--- config.mk ---
export PLATFORM = sky130hd
export DESIGN_NAME = storeDataTop
export DESIGN_NICKNAME = d
export VERILOG_FILES = /design/src/stdPkg.sv /design/src/storeUopDecode.sv /design/src/storeDataQueue.sv /design/src/storeDataIssue.sv /design/src/storeDataTop.sv
export SDC_FILE = /design/constraint.sdc
export NUM_CORES = 1
export LEC_CHECK = 0
export ABC_AREA = 0
export BUFFER_PORTS_ARGS = -buffer_cell sky130_fd_sc_hd__clkbuf_2
export CORE_AREA = 3 3 213 215
export CTS_BUF_LIST = sky130_fd_sc_hd__clkbuf_2
export CTS_CLUSTER_SIZE = 16
export DETAILED_ROUTE_END_ITERATION = 8
export DIE_AREA = 0 0 216 218
export PLACE_DENSITY_LB_ADDON = 0.1
export SLEW_MARGIN = 20
export SYNTH_ARGS = -nofsm -noshare
export SYNTH_HDL_FRONTEND = slang
export SYNTH_SLANG_ARGS = --single-unit
--- constraint.sdc ---
create_clock -name clk -period 7.2 [get_ports clk]
set_input_delay 0.72 -clock clk [delete_from_list [all_inputs] [get_ports clk]]
set_output_delay 0.72 -clock clk [all_outputs]
set_load 0.01 [all_outputs]
--- src/stdPkg.sv ---
package stdPkg;

    // Physical register tag, top bit set marks an immediate
    typedef logic [6:0] Tag_t;

    // Store sequence number, wraps and is compared by signed difference
    typedef logic [5:0] SqN_t;

    // Byte offset of a store within a word
    typedef logic [1:0] StOff_t;

    typedef logic [3:0] Opcode_t;

    localparam Opcode_t OP_SB = 4'd1;
    localparam Opcode_t OP_SH = 4'd2;
    localparam Opcode_t OP_SW = 4'd3;

    // Cache maintenance ops, kept contiguous for the immediate tag encoding
    localparam Opcode_t OP_CBO_CLEAN = 4'd8;
    localparam Opcode_t OP_CBO_INVAL = 4'd9;
    localparam Opcode_t OP_CBO_FLUSH = 4'd10;

    // Base of the immediate tag range
    localparam Tag_t TAG_ZERO = 7'h40;

    localparam int QUEUE_SIZE = 8;

    // Insert index counts 0 to QUEUE_SIZE inclusive
    localparam int QIDX_W = 4;

endpackage

--- src/storeUopDecode.sv ---
`timescale 1ns/1ns

module storeUopDecode (
    input  logic             uopValid,
    input  stdPkg::Opcode_t  uopOp,
    input  stdPkg::Tag_t     uopTag,
    input  logic             uopAvail,
    input  stdPkg::SqN_t     uopSqN,

    input  logic             resValid,
    input  stdPkg::Tag_t     resTag,

    output logic             entValid,
    output stdPkg::Tag_t     entTag,
    output logic             entAvail,
    output logic             entOffsAvail,
    output stdPkg::SqN_t     entSqN
);

    logic isSw;
    logic isSh;
    logic isSb;
    logic isCbo;
    logic resHit;

    assign isSw = (uopOp == stdPkg::OP_SW);
    assign isSh = (uopOp == stdPkg::OP_SH);
    assign isSb = (uopOp == stdPkg::OP_SB);
    assign isCbo = (uopOp >= stdPkg::OP_CBO_CLEAN) && (uopOp <= stdPkg::OP_CBO_FLUSH);

    assign entValid = uopValid && (isSw || isSh || isSb || isCbo);

    // Immediate tags never match the result bus
    assign resHit = resValid && !resTag[$bits(stdPkg::Tag_t)-1] && (resTag == uopTag);

    always_comb begin
        entTag = uopTag;
        entAvail = uopAvail || resHit;
        // CBO kind is passed to the store queue as an immediate tag
        if (isCbo) begin
            entTag = stdPkg::TAG_ZERO + stdPkg::Tag_t'(uopOp - stdPkg::OP_CBO_CLEAN);
            entAvail = 1'b1;
        end
    end

    // Sub-word stores need the low address bits from the AGU first
    assign entOffsAvail = !(isSb || isSh);

    assign entSqN = uopSqN;

endmodule

--- src/storeDataQueue.sv ---
`timescale 1ns/1ns

module storeDataQueue (
    input  logic             clk,
    input  logic             rst,

    input  logic             entValid,
    input  stdPkg::Tag_t     entTag,
    input  logic             entAvail,
    input  logic             entOffsAvail,
    input  stdPkg::SqN_t     entSqN,
    output logic             uopStall,

    input  logic             resValid,
    input  stdPkg::Tag_t     resTag,

    input  logic             aguValid,
    input  stdPkg::Opcode_t  aguOp,
    input  stdPkg::SqN_t     aguSqN,
    input  stdPkg::StOff_t   aguSrcA,
    input  stdPkg::StOff_t   aguSrcB,

    input  logic             brTaken,
    input  logic             brFlush,
    input  stdPkg::SqN_t     brSqN,

    input  stdPkg::SqN_t     maxStoreSqN,

    input  logic             issueAccept,
    output logic             pickValid,
    output stdPkg::Tag_t     pickTag,
    output stdPkg::SqN_t     pickSqN,
    output stdPkg::StOff_t   pickOffs,

    output logic             comLimitValid,
    output stdPkg::SqN_t     comLimitSqN
);

    stdPkg::Tag_t   qTag       [stdPkg::QUEUE_SIZE];
    stdPkg::SqN_t   qSqN       [stdPkg::QUEUE_SIZE];
    stdPkg::StOff_t qOffs      [stdPkg::QUEUE_SIZE];
    logic           qAvail     [stdPkg::QUEUE_SIZE];
    logic           qOffsAvail [stdPkg::QUEUE_SIZE];

    logic [stdPkg::QIDX_W-1:0] insertIndex;
    logic [stdPkg::QIDX_W-1:0] baseIndex;
    logic [stdPkg::QIDX_W-1:0] nextIndex;
    logic [stdPkg::QIDX_W-1:0] rollbackIndex;
    logic [stdPkg::QIDX_W-2:0] pickIdx;

    logic           availNext     [stdPkg::QUEUE_SIZE];
    logic           offsAvailNext [stdPkg::QUEUE_SIZE];
    stdPkg::StOff_t offsNext      [stdPkg::QUEUE_SIZE];
    logic           ready         [stdPkg::QUEUE_SIZE];

    logic           resLive;
    logic           aguSubWord;
    stdPkg::StOff_t aguOffs;
    logic           anyReady;
    logic           doEnq;
    logic           doDeq;

    assign comLimitValid = (insertIndex != '0);
    assign comLimitSqN = qSqN[0];

    assign uopStall = entValid && ((insertIndex == stdPkg::QIDX_W'(stdPkg::QUEUE_SIZE)) || brTaken);
    assign doEnq = entValid && !uopStall;

    assign resLive = resValid && !resTag[$bits(stdPkg::Tag_t)-1];
    assign aguSubWord = aguValid && ((aguOp == stdPkg::OP_SB) || (aguOp == stdPkg::OP_SH));
    assign aguOffs = aguSrcA + aguSrcB;

    // Wakeup, offset snoop and readiness per entry
    always_comb begin
        for (int i = 0; i < stdPkg::QUEUE_SIZE; i++) begin
            availNext[i] = qAvail[i] || (resLive && (qTag[i] == resTag));
            offsAvailNext[i] = qOffsAvail[i];
            offsNext[i] = qOffs[i];
            if (aguSubWord && (qSqN[i] == aguSqN)) begin
                offsAvailNext[i] = 1'b1;
                offsNext[i] = aguOffs;
            end
            // Snooped offsets only count from the next cycle on
            ready[i] = (i < insertIndex) && availNext[i] && qOffsAvail[i] &&
                ($signed(stdPkg::SqN_t'(qSqN[i] - maxStoreSqN)) <= 0);
        end
    end

    // Oldest ready entry
    always_comb begin
        anyReady = 1'b0;
        pickIdx = '0;
        for (int i = stdPkg::QUEUE_SIZE - 1; i >= 0; i--) begin
            if (ready[i]) begin
                anyReady = 1'b1;
                pickIdx = i[stdPkg::QIDX_W-2:0];
            end
        end
    end

    assign pickValid = anyReady && !brTaken;
    assign pickTag = qTag[pickIdx];
    assign pickSqN = qSqN[pickIdx];
    assign pickOffs = qOffs[pickIdx];

    assign doDeq = pickValid && issueAccept;

    assign baseIndex = insertIndex - stdPkg::QIDX_W'(doDeq);
    assign nextIndex = baseIndex + stdPkg::QIDX_W'(doEnq);

    // Keep everything up to the last entry not younger than the branch
    always_comb begin
        rollbackIndex = '0;
        for (int i = 0; i < stdPkg::QUEUE_SIZE; i++) begin
            if ((i < insertIndex) && !brFlush &&
                ($signed(stdPkg::SqN_t'(qSqN[i] - brSqN)) <= 0)) begin
                rollbackIndex = stdPkg::QIDX_W'(i + 1);
            end
        end
    end

    always_ff @(posedge clk) begin
        for (int i = 0; i < stdPkg::QUEUE_SIZE; i++) begin
            qAvail[i] <= availNext[i];
            qOffsAvail[i] <= offsAvailNext[i];
            qOffs[i] <= offsNext[i];
        end

        // Compact younger entries over the picked one
        if (doDeq) begin
            for (int i = 0; i < stdPkg::QUEUE_SIZE - 1; i++) begin
                if (i >= pickIdx) begin
                    qTag[i] <= qTag[i+1];
                    qSqN[i] <= qSqN[i+1];
                    qAvail[i] <= availNext[i+1];
                    qOffsAvail[i] <= offsAvailNext[i+1];
                    qOffs[i] <= offsNext[i+1];
                end
            end
        end

        if (doEnq) begin
            qTag[baseIndex[stdPkg::QIDX_W-2:0]] <= entTag;
            qSqN[baseIndex[stdPkg::QIDX_W-2:0]] <= entSqN;
            qAvail[baseIndex[stdPkg::QIDX_W-2:0]] <= entAvail;
            qOffsAvail[baseIndex[stdPkg::QIDX_W-2:0]] <= entOffsAvail;
            qOffs[baseIndex[stdPkg::QIDX_W-2:0]] <= '0;
        end
    end

    always_ff @(posedge clk) begin
        if (rst) begin
            insertIndex <= '0;
        end else if (brTaken) begin
            insertIndex <= rollbackIndex;
        end else begin
            insertIndex <= nextIndex;
        end
    end

    aIndexBound: assert property (@(posedge clk) disable iff (rst)
        insertIndex <= stdPkg::QIDX_W'(stdPkg::QUEUE_SIZE));

    // A branch cycle can only shrink the queue
    aNoEnqOnBranch: assert property (@(posedge clk) disable iff (rst)
        brTaken |=> insertIndex <= $past(insertIndex));

endmodule

--- src/storeDataIssue.sv ---
`timescale 1ns/1ns

module storeDataIssue (
    input  logic             clk,
    input  logic             rst,

    input  logic             pickValid,
    input  stdPkg::Tag_t     pickTag,
    input  stdPkg::SqN_t     pickSqN,
    input  stdPkg::StOff_t   pickOffs,
    output logic             issueAccept,

    input  logic             brTaken,
    input  logic             brFlush,
    input  stdPkg::SqN_t     brSqN,

    output logic             outValid,
    output stdPkg::Tag_t     outTag,
    output stdPkg::SqN_t     outSqN,
    output stdPkg::StOff_t   outOffs,
    input  logic             outReady
);

    logic kill;

    assign issueAccept = !outValid || outReady;

    // Consumed, younger than the branch, or flushed
    assign kill = brTaken &&
        (outReady || brFlush || ($signed(stdPkg::SqN_t'(outSqN - brSqN)) > 0));

    always_ff @(posedge clk) begin
        if (rst) begin
            outValid <= 1'b0;
        end else if (brTaken) begin
            if (kill) begin
                outValid <= 1'b0;
            end
        end else if (issueAccept) begin
            outValid <= pickValid;
        end
    end

    always_ff @(posedge clk) begin
        if (!brTaken && issueAccept && pickValid) begin
            outTag <= pickTag;
            outSqN <= pickSqN;
            outOffs <= pickOffs;
        end
    end

    aHoldUnderStall: assert property (@(posedge clk) disable iff (rst)
        (outValid && !outReady && !kill) |=>
            (outValid && $stable(outTag) && $stable(outSqN) && $stable(outOffs)));

endmodule

--- src/storeDataTop.sv ---
`timescale 1ns/1ns

module storeDataTop (
    input  logic             clk,
    input  logic             rst,

    input  logic             uopValid,
    input  stdPkg::Opcode_t  uopOp,
    input  stdPkg::Tag_t     uopTag,
    input  logic             uopAvail,
    input  stdPkg::SqN_t     uopSqN,
    output logic             uopStall,

    input  logic             resValid,
    input  stdPkg::Tag_t     resTag,

    input  logic             aguValid,
    input  stdPkg::Opcode_t  aguOp,
    input  stdPkg::SqN_t     aguSqN,
    input  stdPkg::StOff_t   aguSrcA,
    input  stdPkg::StOff_t   aguSrcB,

    input  logic             brTaken,
    input  logic             brFlush,
    input  stdPkg::SqN_t     brSqN,

    input  stdPkg::SqN_t     maxStoreSqN,

    output logic             comLimitValid,
    output stdPkg::SqN_t     comLimitSqN,

    output logic             outValid,
    output stdPkg::Tag_t     outTag,
    output stdPkg::SqN_t     outSqN,
    output stdPkg::StOff_t   outOffs,
    input  logic             outReady
);

    logic           entValid;
    stdPkg::Tag_t   entTag;
    logic           entAvail;
    logic           entOffsAvail;
    stdPkg::SqN_t   entSqN;

    logic           issueAccept;
    logic           pickValid;
    stdPkg::Tag_t   pickTag;
    stdPkg::SqN_t   pickSqN;
    stdPkg::StOff_t pickOffs;

    storeUopDecode u_storeUopDecode (
        .uopValid     (uopValid),
        .uopOp        (uopOp),
        .uopTag       (uopTag),
        .uopAvail     (uopAvail),
        .uopSqN       (uopSqN),
        .resValid     (resValid),
        .resTag       (resTag),
        .entValid     (entValid),
        .entTag       (entTag),
        .entAvail     (entAvail),
        .entOffsAvail (entOffsAvail),
        .entSqN       (entSqN)
    );

    storeDataQueue u_storeDataQueue (
        .clk           (clk),
        .rst           (rst),
        .entValid      (entValid),
        .entTag        (entTag),
        .entAvail      (entAvail),
        .entOffsAvail  (entOffsAvail),
        .entSqN        (entSqN),
        .uopStall      (uopStall),
        .resValid      (resValid),
        .resTag        (resTag),
        .aguValid      (aguValid),
        .aguOp         (aguOp),
        .aguSqN        (aguSqN),
        .aguSrcA       (aguSrcA),
        .aguSrcB       (aguSrcB),
        .brTaken       (brTaken),
        .brFlush       (brFlush),
        .brSqN         (brSqN),
        .maxStoreSqN   (maxStoreSqN),
        .issueAccept   (issueAccept),
        .pickValid     (pickValid),
        .pickTag       (pickTag),
        .pickSqN       (pickSqN),
        .pickOffs      (pickOffs),
        .comLimitValid (comLimitValid),
        .comLimitSqN   (comLimitSqN)
    );

    storeDataIssue u_storeDataIssue (
        .clk         (clk),
        .rst         (rst),
        .pickValid   (pickValid),
        .pickTag     (pickTag),
        .pickSqN     (pickSqN),
        .pickOffs    (pickOffs),
        .issueAccept (issueAccept),
        .brTaken     (brTaken),
        .brFlush     (brFlush),
        .brSqN       (brSqN),
        .outValid    (outValid),
        .outTag      (outTag),
        .outSqN      (outSqN),
        .outOffs     (outOffs),
        .outReady    (outReady)
    );

endmodule

### Word-level counts from Yosys, hierarchy flattened

Memories as Yosys holds them, arrays and structs flattened. A register that Yosys moved wholly into a read port is not among the register bits.
Index checks and enable logic that the tools add are counted.

* output and inout bits: 24
* bits in latches: 0
* bits in read-only memories: 0
* register bits after elaboration: 5
* memory bits (writable): 136
* logic and storage cells: 294
* memories: 5

* muxes and demuxes: 90
* div/mod/pow operators: 0
* bitwise logic cells: 21
* multipliers: 0
* reduce and logical (&&, ||, !) cells: 95
* magnitude comparators: 34
* equal/unequal tests: 25
* shifts and indexed selects: 0
* add/sub/neg operators: 22

Memories
* u_storeDataQueue.qTag: depth 8, bits a word 7, rd ports 9, clocked after memory_dff 1, write ports 8, line storeDataQueue.sv:39 `stdPkg::Tag_t qTag [stdPkg::QUEUE_SIZE];`
* u_storeDataQueue.qSqN: depth 8, bits a word 6, rd ports 9, clocked after memory_dff 1, write ports 8, line storeDataQueue.sv:40 `stdPkg::SqN_t qSqN [stdPkg::QUEUE_SIZE];`
* u_storeDataQueue.qOffs: depth 8, bits a word 2, rd ports 8, clocked after memory_dff 1, write ports 9, line storeDataQueue.sv:41 `stdPkg::StOff_t qOffs [stdPkg::QUEUE_SIZE];`
* u_storeDataQueue.qAvail: depth 8, bits a word 1, rd ports 8, clocked after memory_dff 0, write ports 9, line storeDataQueue.sv:42 `logic qAvail [stdPkg::QUEUE_SIZE];`
* u_storeDataQueue.qOffsAvail: depth 8, bits a word 1, rd ports 8, clocked after memory_dff 0, write ports 9, line storeDataQueue.sv:43 `logic qOffsAvail [stdPkg::QUEUE_SIZE];`

Operators with widths (number)
* $sub 6x6->6: 17
* $le 6x1->1 const B: 16
* $logic_and 1x1->1: 68
* $eq 7x7->1: 9
* $mux 1: 58
* $eq 6x6->1: 8
* $mux 3: 12
* $mux 2: 17
* $or 1x1->1 const A: 20
* $logic_or 1x1->1: 18
* $lt 3x4->1 const A: 4
* $eq 4x2->1 const B: 3
* $ge 3x3->1 const A: 3
* $eq 4x1->1 const B: 2
* $lt 1x4->1 const A: 2
* $lt 2x4->1 const A: 2
* $mux 4: 2
* $add 7x7->7 const A: 1
* $mux 7: 1
* $ge 1x3->1 const A: 2
* $ge 2x3->1 const A: 2
* $gt 6x1->1 const B: 1
* $logic_not 1->1: 6
* $sub 4x4->5 const B: 1
* 12 further kinds: 12

### Logic depth before layout (Yosys ltp)

* depth in word-level cells: 20
* depth in mapped cells: 23

### Hierarchy

A second synthesis with hierarchy kept.

* cell total of the unflattened synthesis: 1396
* area, all modules: 13280.2 µm²

By module, submodules not included
* storeDataQueue: times used 1, cells each 1312, area an instance 12323.1 µm²
* storeDataIssue: times used 1, cells each 51, area an instance 725.7 µm²
* storeUopDecode: times used 1, cells each 33, area an instance 231.5 µm²

### Worst setup path after synthesis

No wires, ideal clock.

* path kind: input port to flip-flop
* from: input maxStoreSqN[4]
* to: memory u_storeDataQueue.qSqN[0][0] (netlist name) (enable)
* buffers on the path: 4
* stages: 20
* setup slack: 1.827 ns
* arrival: 4.972 ns
* cell sequence: inv_1 ha_1 and2_1 o21a_1 a31o_2 a311oi_1 or2_1 buf_4 nand4b_1 o31ai_1 inv_1 ha_1 clkbuf_1 nor3_1 a21oi_1 o22a_1 or2_2 clkbuf_1 clkbuf_1 o21ai_0

RTL lines
* start: declaration: line storeDataTop.sv:27 `input stdPkg::SqN_t maxStoreSqN,`
* end: declaration: line storeDataQueue.sv:40

==> flow_metrics.py <==
metrics = {
    "clock_tree": {
        "post_cts_buffers": 0,
        "cts_resized": 0,
        "clk_pin_slew_ns": 0.26,
        "cts_root_buffer": "clkbuf_2",
        "cts_max_level": 4,
        "clockBufferDepth": 2,
        "cts.sinks": 156,
        "cts_tree": "yes",
        "hold_buffers": 0,
        "worstSkewPairLatency_ns": 0.79,
        "numCtsBuffers": 17,
    },
    "floorplanning": {
        "start_util_pct": 29.6,
        "io_pins": 83,
        "die_area_um2": 47100,
        "rows": 77,
        "die_height_um": 218,
        "die_x_um": 216,
        "core_area_um2": 43900,
    },
    "timing": {
        "rsz0062_at_grt": "no",
        "fin_tns_setup_ns": 0,
        "fmax_ghz": 0.170,
        "slew_viol_final": 0,
        "relSlewSlack_pct": 23.1,
        "period_minus_slack_ns": 5.87,
        "period_share_pct": 81.5,
        "setup_viol": 0,
        "finalClockSkew_ns": 0.0468,
        "worstMarginPinSlew_ns": 1.14,
        "hold_violations": 0,
    },
    "grt": {
        "grt_max_degree": 48,
        "grt_pass1_vias": 10800,
        "grt_antenna_before_repair": 3,
        "grtUsageTotal_pct": 19.9,
        "overflow": 0,
        "grt_pass1_wl_um": 70200,
    },
    "setup_path": {
        "critical_path_class": "flop to flop",
        "cp_data_arrival_time_ns": 6.28,
        "startpoint_type": "flop",
        "worstPathMaxFanout": 26,
        "cp-end-kind": "flop",
        "critPathRequiredTime_ns": 7.62,
    },
    "yosys": {
        "synth_cells": 1428,
        "synth_xor_area_share_pct": 11.0,
        "avgSynthCellArea_um2": 9.10,
        "syn-num-nets": 1593,
        "netlist_area_um2": 13000,
        "synth_compound_area_share_pct": 17.9,
        "synth_edf_count": 119,
        "synth_fa_ha_area_share_pct": 11.2,
        "synthArstFlopShare_pct": 0,
        "ys_types": 68,
        "yosys-top-cells-area": "edfxtp_1 27%, ha_1 8.6%, xor2_1 5.9%, dfxtp_1 5.7%, o21ai_0 5.7%",
        "synth_mux_area_share_pct": 7.01,
        "synth_warnings": 0,
        "yosysTopAreaCell": "edfxtp_1",
        "synth_top_family_by_area": "compound AO/OA/AOI/OAI gates",
        "synthFlopType": "edfxtp_1",
        "synth_top_area_share_pct": 27.5,
        "seq_area_frac_synth_pct": 33.2,
        "synth_seq_cells": 156,
        "yosys.area_share.simple_pct": 15.3,
    },
    "power": {
        "pwr_density_cell_nw_per_um2": 186,
        "p_leak_nw": 5.73,
        "total_power_mw": 2.66,
        "irDropWorstVdd_mv": 0.0975,
    },
    "detailed_routing": {
        "vias": 10900,
        "dr.pass1.iters": 5,
        "wl_per_cell_um": 22.7,
        "drt_iter0_drc": 912,
        "wl_um": 47400,
        "avgViaCountPerCell": 5.22,
        "ant_nets": 0,
        "drc": 0,
    },
    "final_layout": {
        "final_cells": 2091,
        "area_growth_pct": 9.97,
        "drive_above_1_share_pct": 13.7,
        "fin_nets": 1648,
    },
    "place": {
        "gp_congestion": 0.840,
        "numPortBuffers": 82,
        "place_inst": 2056,
        "dp.final_hpwl_um": 37500,
    },
    "outcome": {
        "status": "completed",
    },
    "job": {
        "cap_violations": 0,
    },
    "hold_path": {
        "hold_path.class": "input port to flop",
    },
}
cell type report:
type                       instances  area [µm²]
timing repair buffer             103         568
inverter                          76         285
fill                            4641       29600
multi-input combinational       1129        8130
tap                              592         741
clock buffer                      17        85.1
clock inverter                    15         161
antenna                            3        7.51
sequential                       156        4310
report_power, final:
group	switching [mW]	internal, mW
combinational	0.540	0.375
clock	0.366	0.165
sequential	0.101	1.11
total	1.01	1.65
per-stage QoR:
step	util [%]	setup slack [ns]	hold slack, ns	instance area [µm²]
2_1_floorplan	-	1.83	0.473	13000
5_1_grt	32.5	1.04	0.126	14300
3_3_place_gp	32.0	1.12	0.504	14000
6_report	32.5	1.33	0.223	14300
4_1_cts	32.5	1.39	0.127	14300
3_5_place_dp	32.0	1.09	0.511	14000
synth_stat cells (all sizes together), types with 6 or more instances:
| library cell | n |
|---|---|
| o22ai | 9 |
| o21a | 9 |
| mux2 | 56 |
| dfxtp | 37 |
| mux2i | 28 |
| nor2 | 63 |
| nor3b | 6 |
| nor2b | 22 |
| a31oi | 8 |
| nand4 | 8 |
| fa | 17 |
| nand3 | 63 |
| a2111o | 15 |
| o221ai | 10 |
| xor2 | 87 |
| nor3 | 37 |
| clkbuf | 50 |
| or2 | 11 |
| o31ai | 7 |
| o211ai | 9 |
| a21oi | 80 |
| nand2b | 18 |
| ha | 89 |
| or3 | 9 |
| inv | 76 |
| xnor2 | 76 |
| a311oi | 6 |
| nor4 | 9 |
| edfxtp | 119 |
| a41oi | 8 |
| o21ai | 148 |
| a21o | 8 |
| buf | 17 |
| nand2 | 132 |
| and3 | 15 |
| and2 | 11 |
| a21boi | 20 |
cells by family after synthesis:
kind of cell | count (synthesis)
compound gates | 365
xor+xnor | 163
fa+ha+maj | 106
buf+inv | 143
flops | 156
mux | 84
simple gates | 411
flip-flops by register name, indices dropped and copies added (netlist names):
register / flops
u_storeDataQueue.qAvail: 8
u_storeDataQueue.qOffsAvail: 8
u_storeDataIssue.outSqN: 6
u_storeDataQueue.qTag: 56
u_storeDataIssue.outValid: 1
u_storeDataIssue.outOffs: 2
u_storeDataQueue.insertIndex: 4
u_storeDataIssue.outTag: 7
u_storeDataQueue.qOffs: 16
u_storeDataQueue.qSqN: 48
layer usage:
layer / wire length [µm] / vias up / global-route usage (%)
li1: - / 5290 / -
met1: 23000 / 5304 / 28.4
met2: 21600 / 285 / 32.4
met3: 2090 / 42 / 2.47
met4: 758 / 0 / 4.29
met5: 0 / - / 0
placed cells by master, fill, tap and decap left out, types with 7 or more instances in the layout:
cell,netlist,final
o221ai_1,10,10
a21oi_1,80,80
inv_1,76,76
nor2b_1,22,22
a2111o_1,15,15
nor4_1,9,9
a21boi_0,20,20
a21o_1,8,8
clkbuf_2,2,99
or2_2,8,8
edfxtp_1,119,119
buf_4,2,21
o21ai_0,147,146
and2_1,11,11
mux2i_1,28,28
nor2_1,63,62
a41oi_1,7,7
nand3_1,63,63
o21a_1,9,9
nand2b_1,18,18
nand2_1,131,131
nor3_1,37,36
or3_1,9,9
xnor2_1,76,76
fa_1,17,17
nand4_1,8,8
ha_1,89,89
o22ai_1,9,9
dfxtp_1,37,37
mux2_1,7,7
mux2_2,49,49
a31oi_1,8,8
xor2_1,87,87
and3_1,15,15
o211ai_1,8,8
worst paths after layout:
check,startpoint,end,slack (ns),depth (start not counted)
min reg2reg,u_storeDataQueue.qOffs[7][1],u_storeDataQueue.qOffs[7][1],0.56,2
max,u_storeDataQueue.qSqN[0][1],u_storeDataQueue.qSqN[1][4],1.33,16
min,rst,u_storeDataQueue.insertIndex[2],0.22,2
max reg2reg,u_storeDataQueue.qSqN[0][1],u_storeDataQueue.qSqN[1][4],1.33,16
critical path: stages (launching register included):
cell	delay [ns]
edfxtp_1	0.62
inv_1	0.25
fa_1	0.46
nand2b_1	0.17
a21oi_1	0.16
xnor2_1	0.08
a311oi_1	0.58
or2_1	0.46
nand4b_1	0.33
o31ai_1	0.39
inv_1	0.12
ha_1	0.30
nor3_1	0.20
a21oi_1	0.07
o22a_1	0.21
or2_2	0.52
nand2_1	0.57
Power figures use the tool's default switching activity.
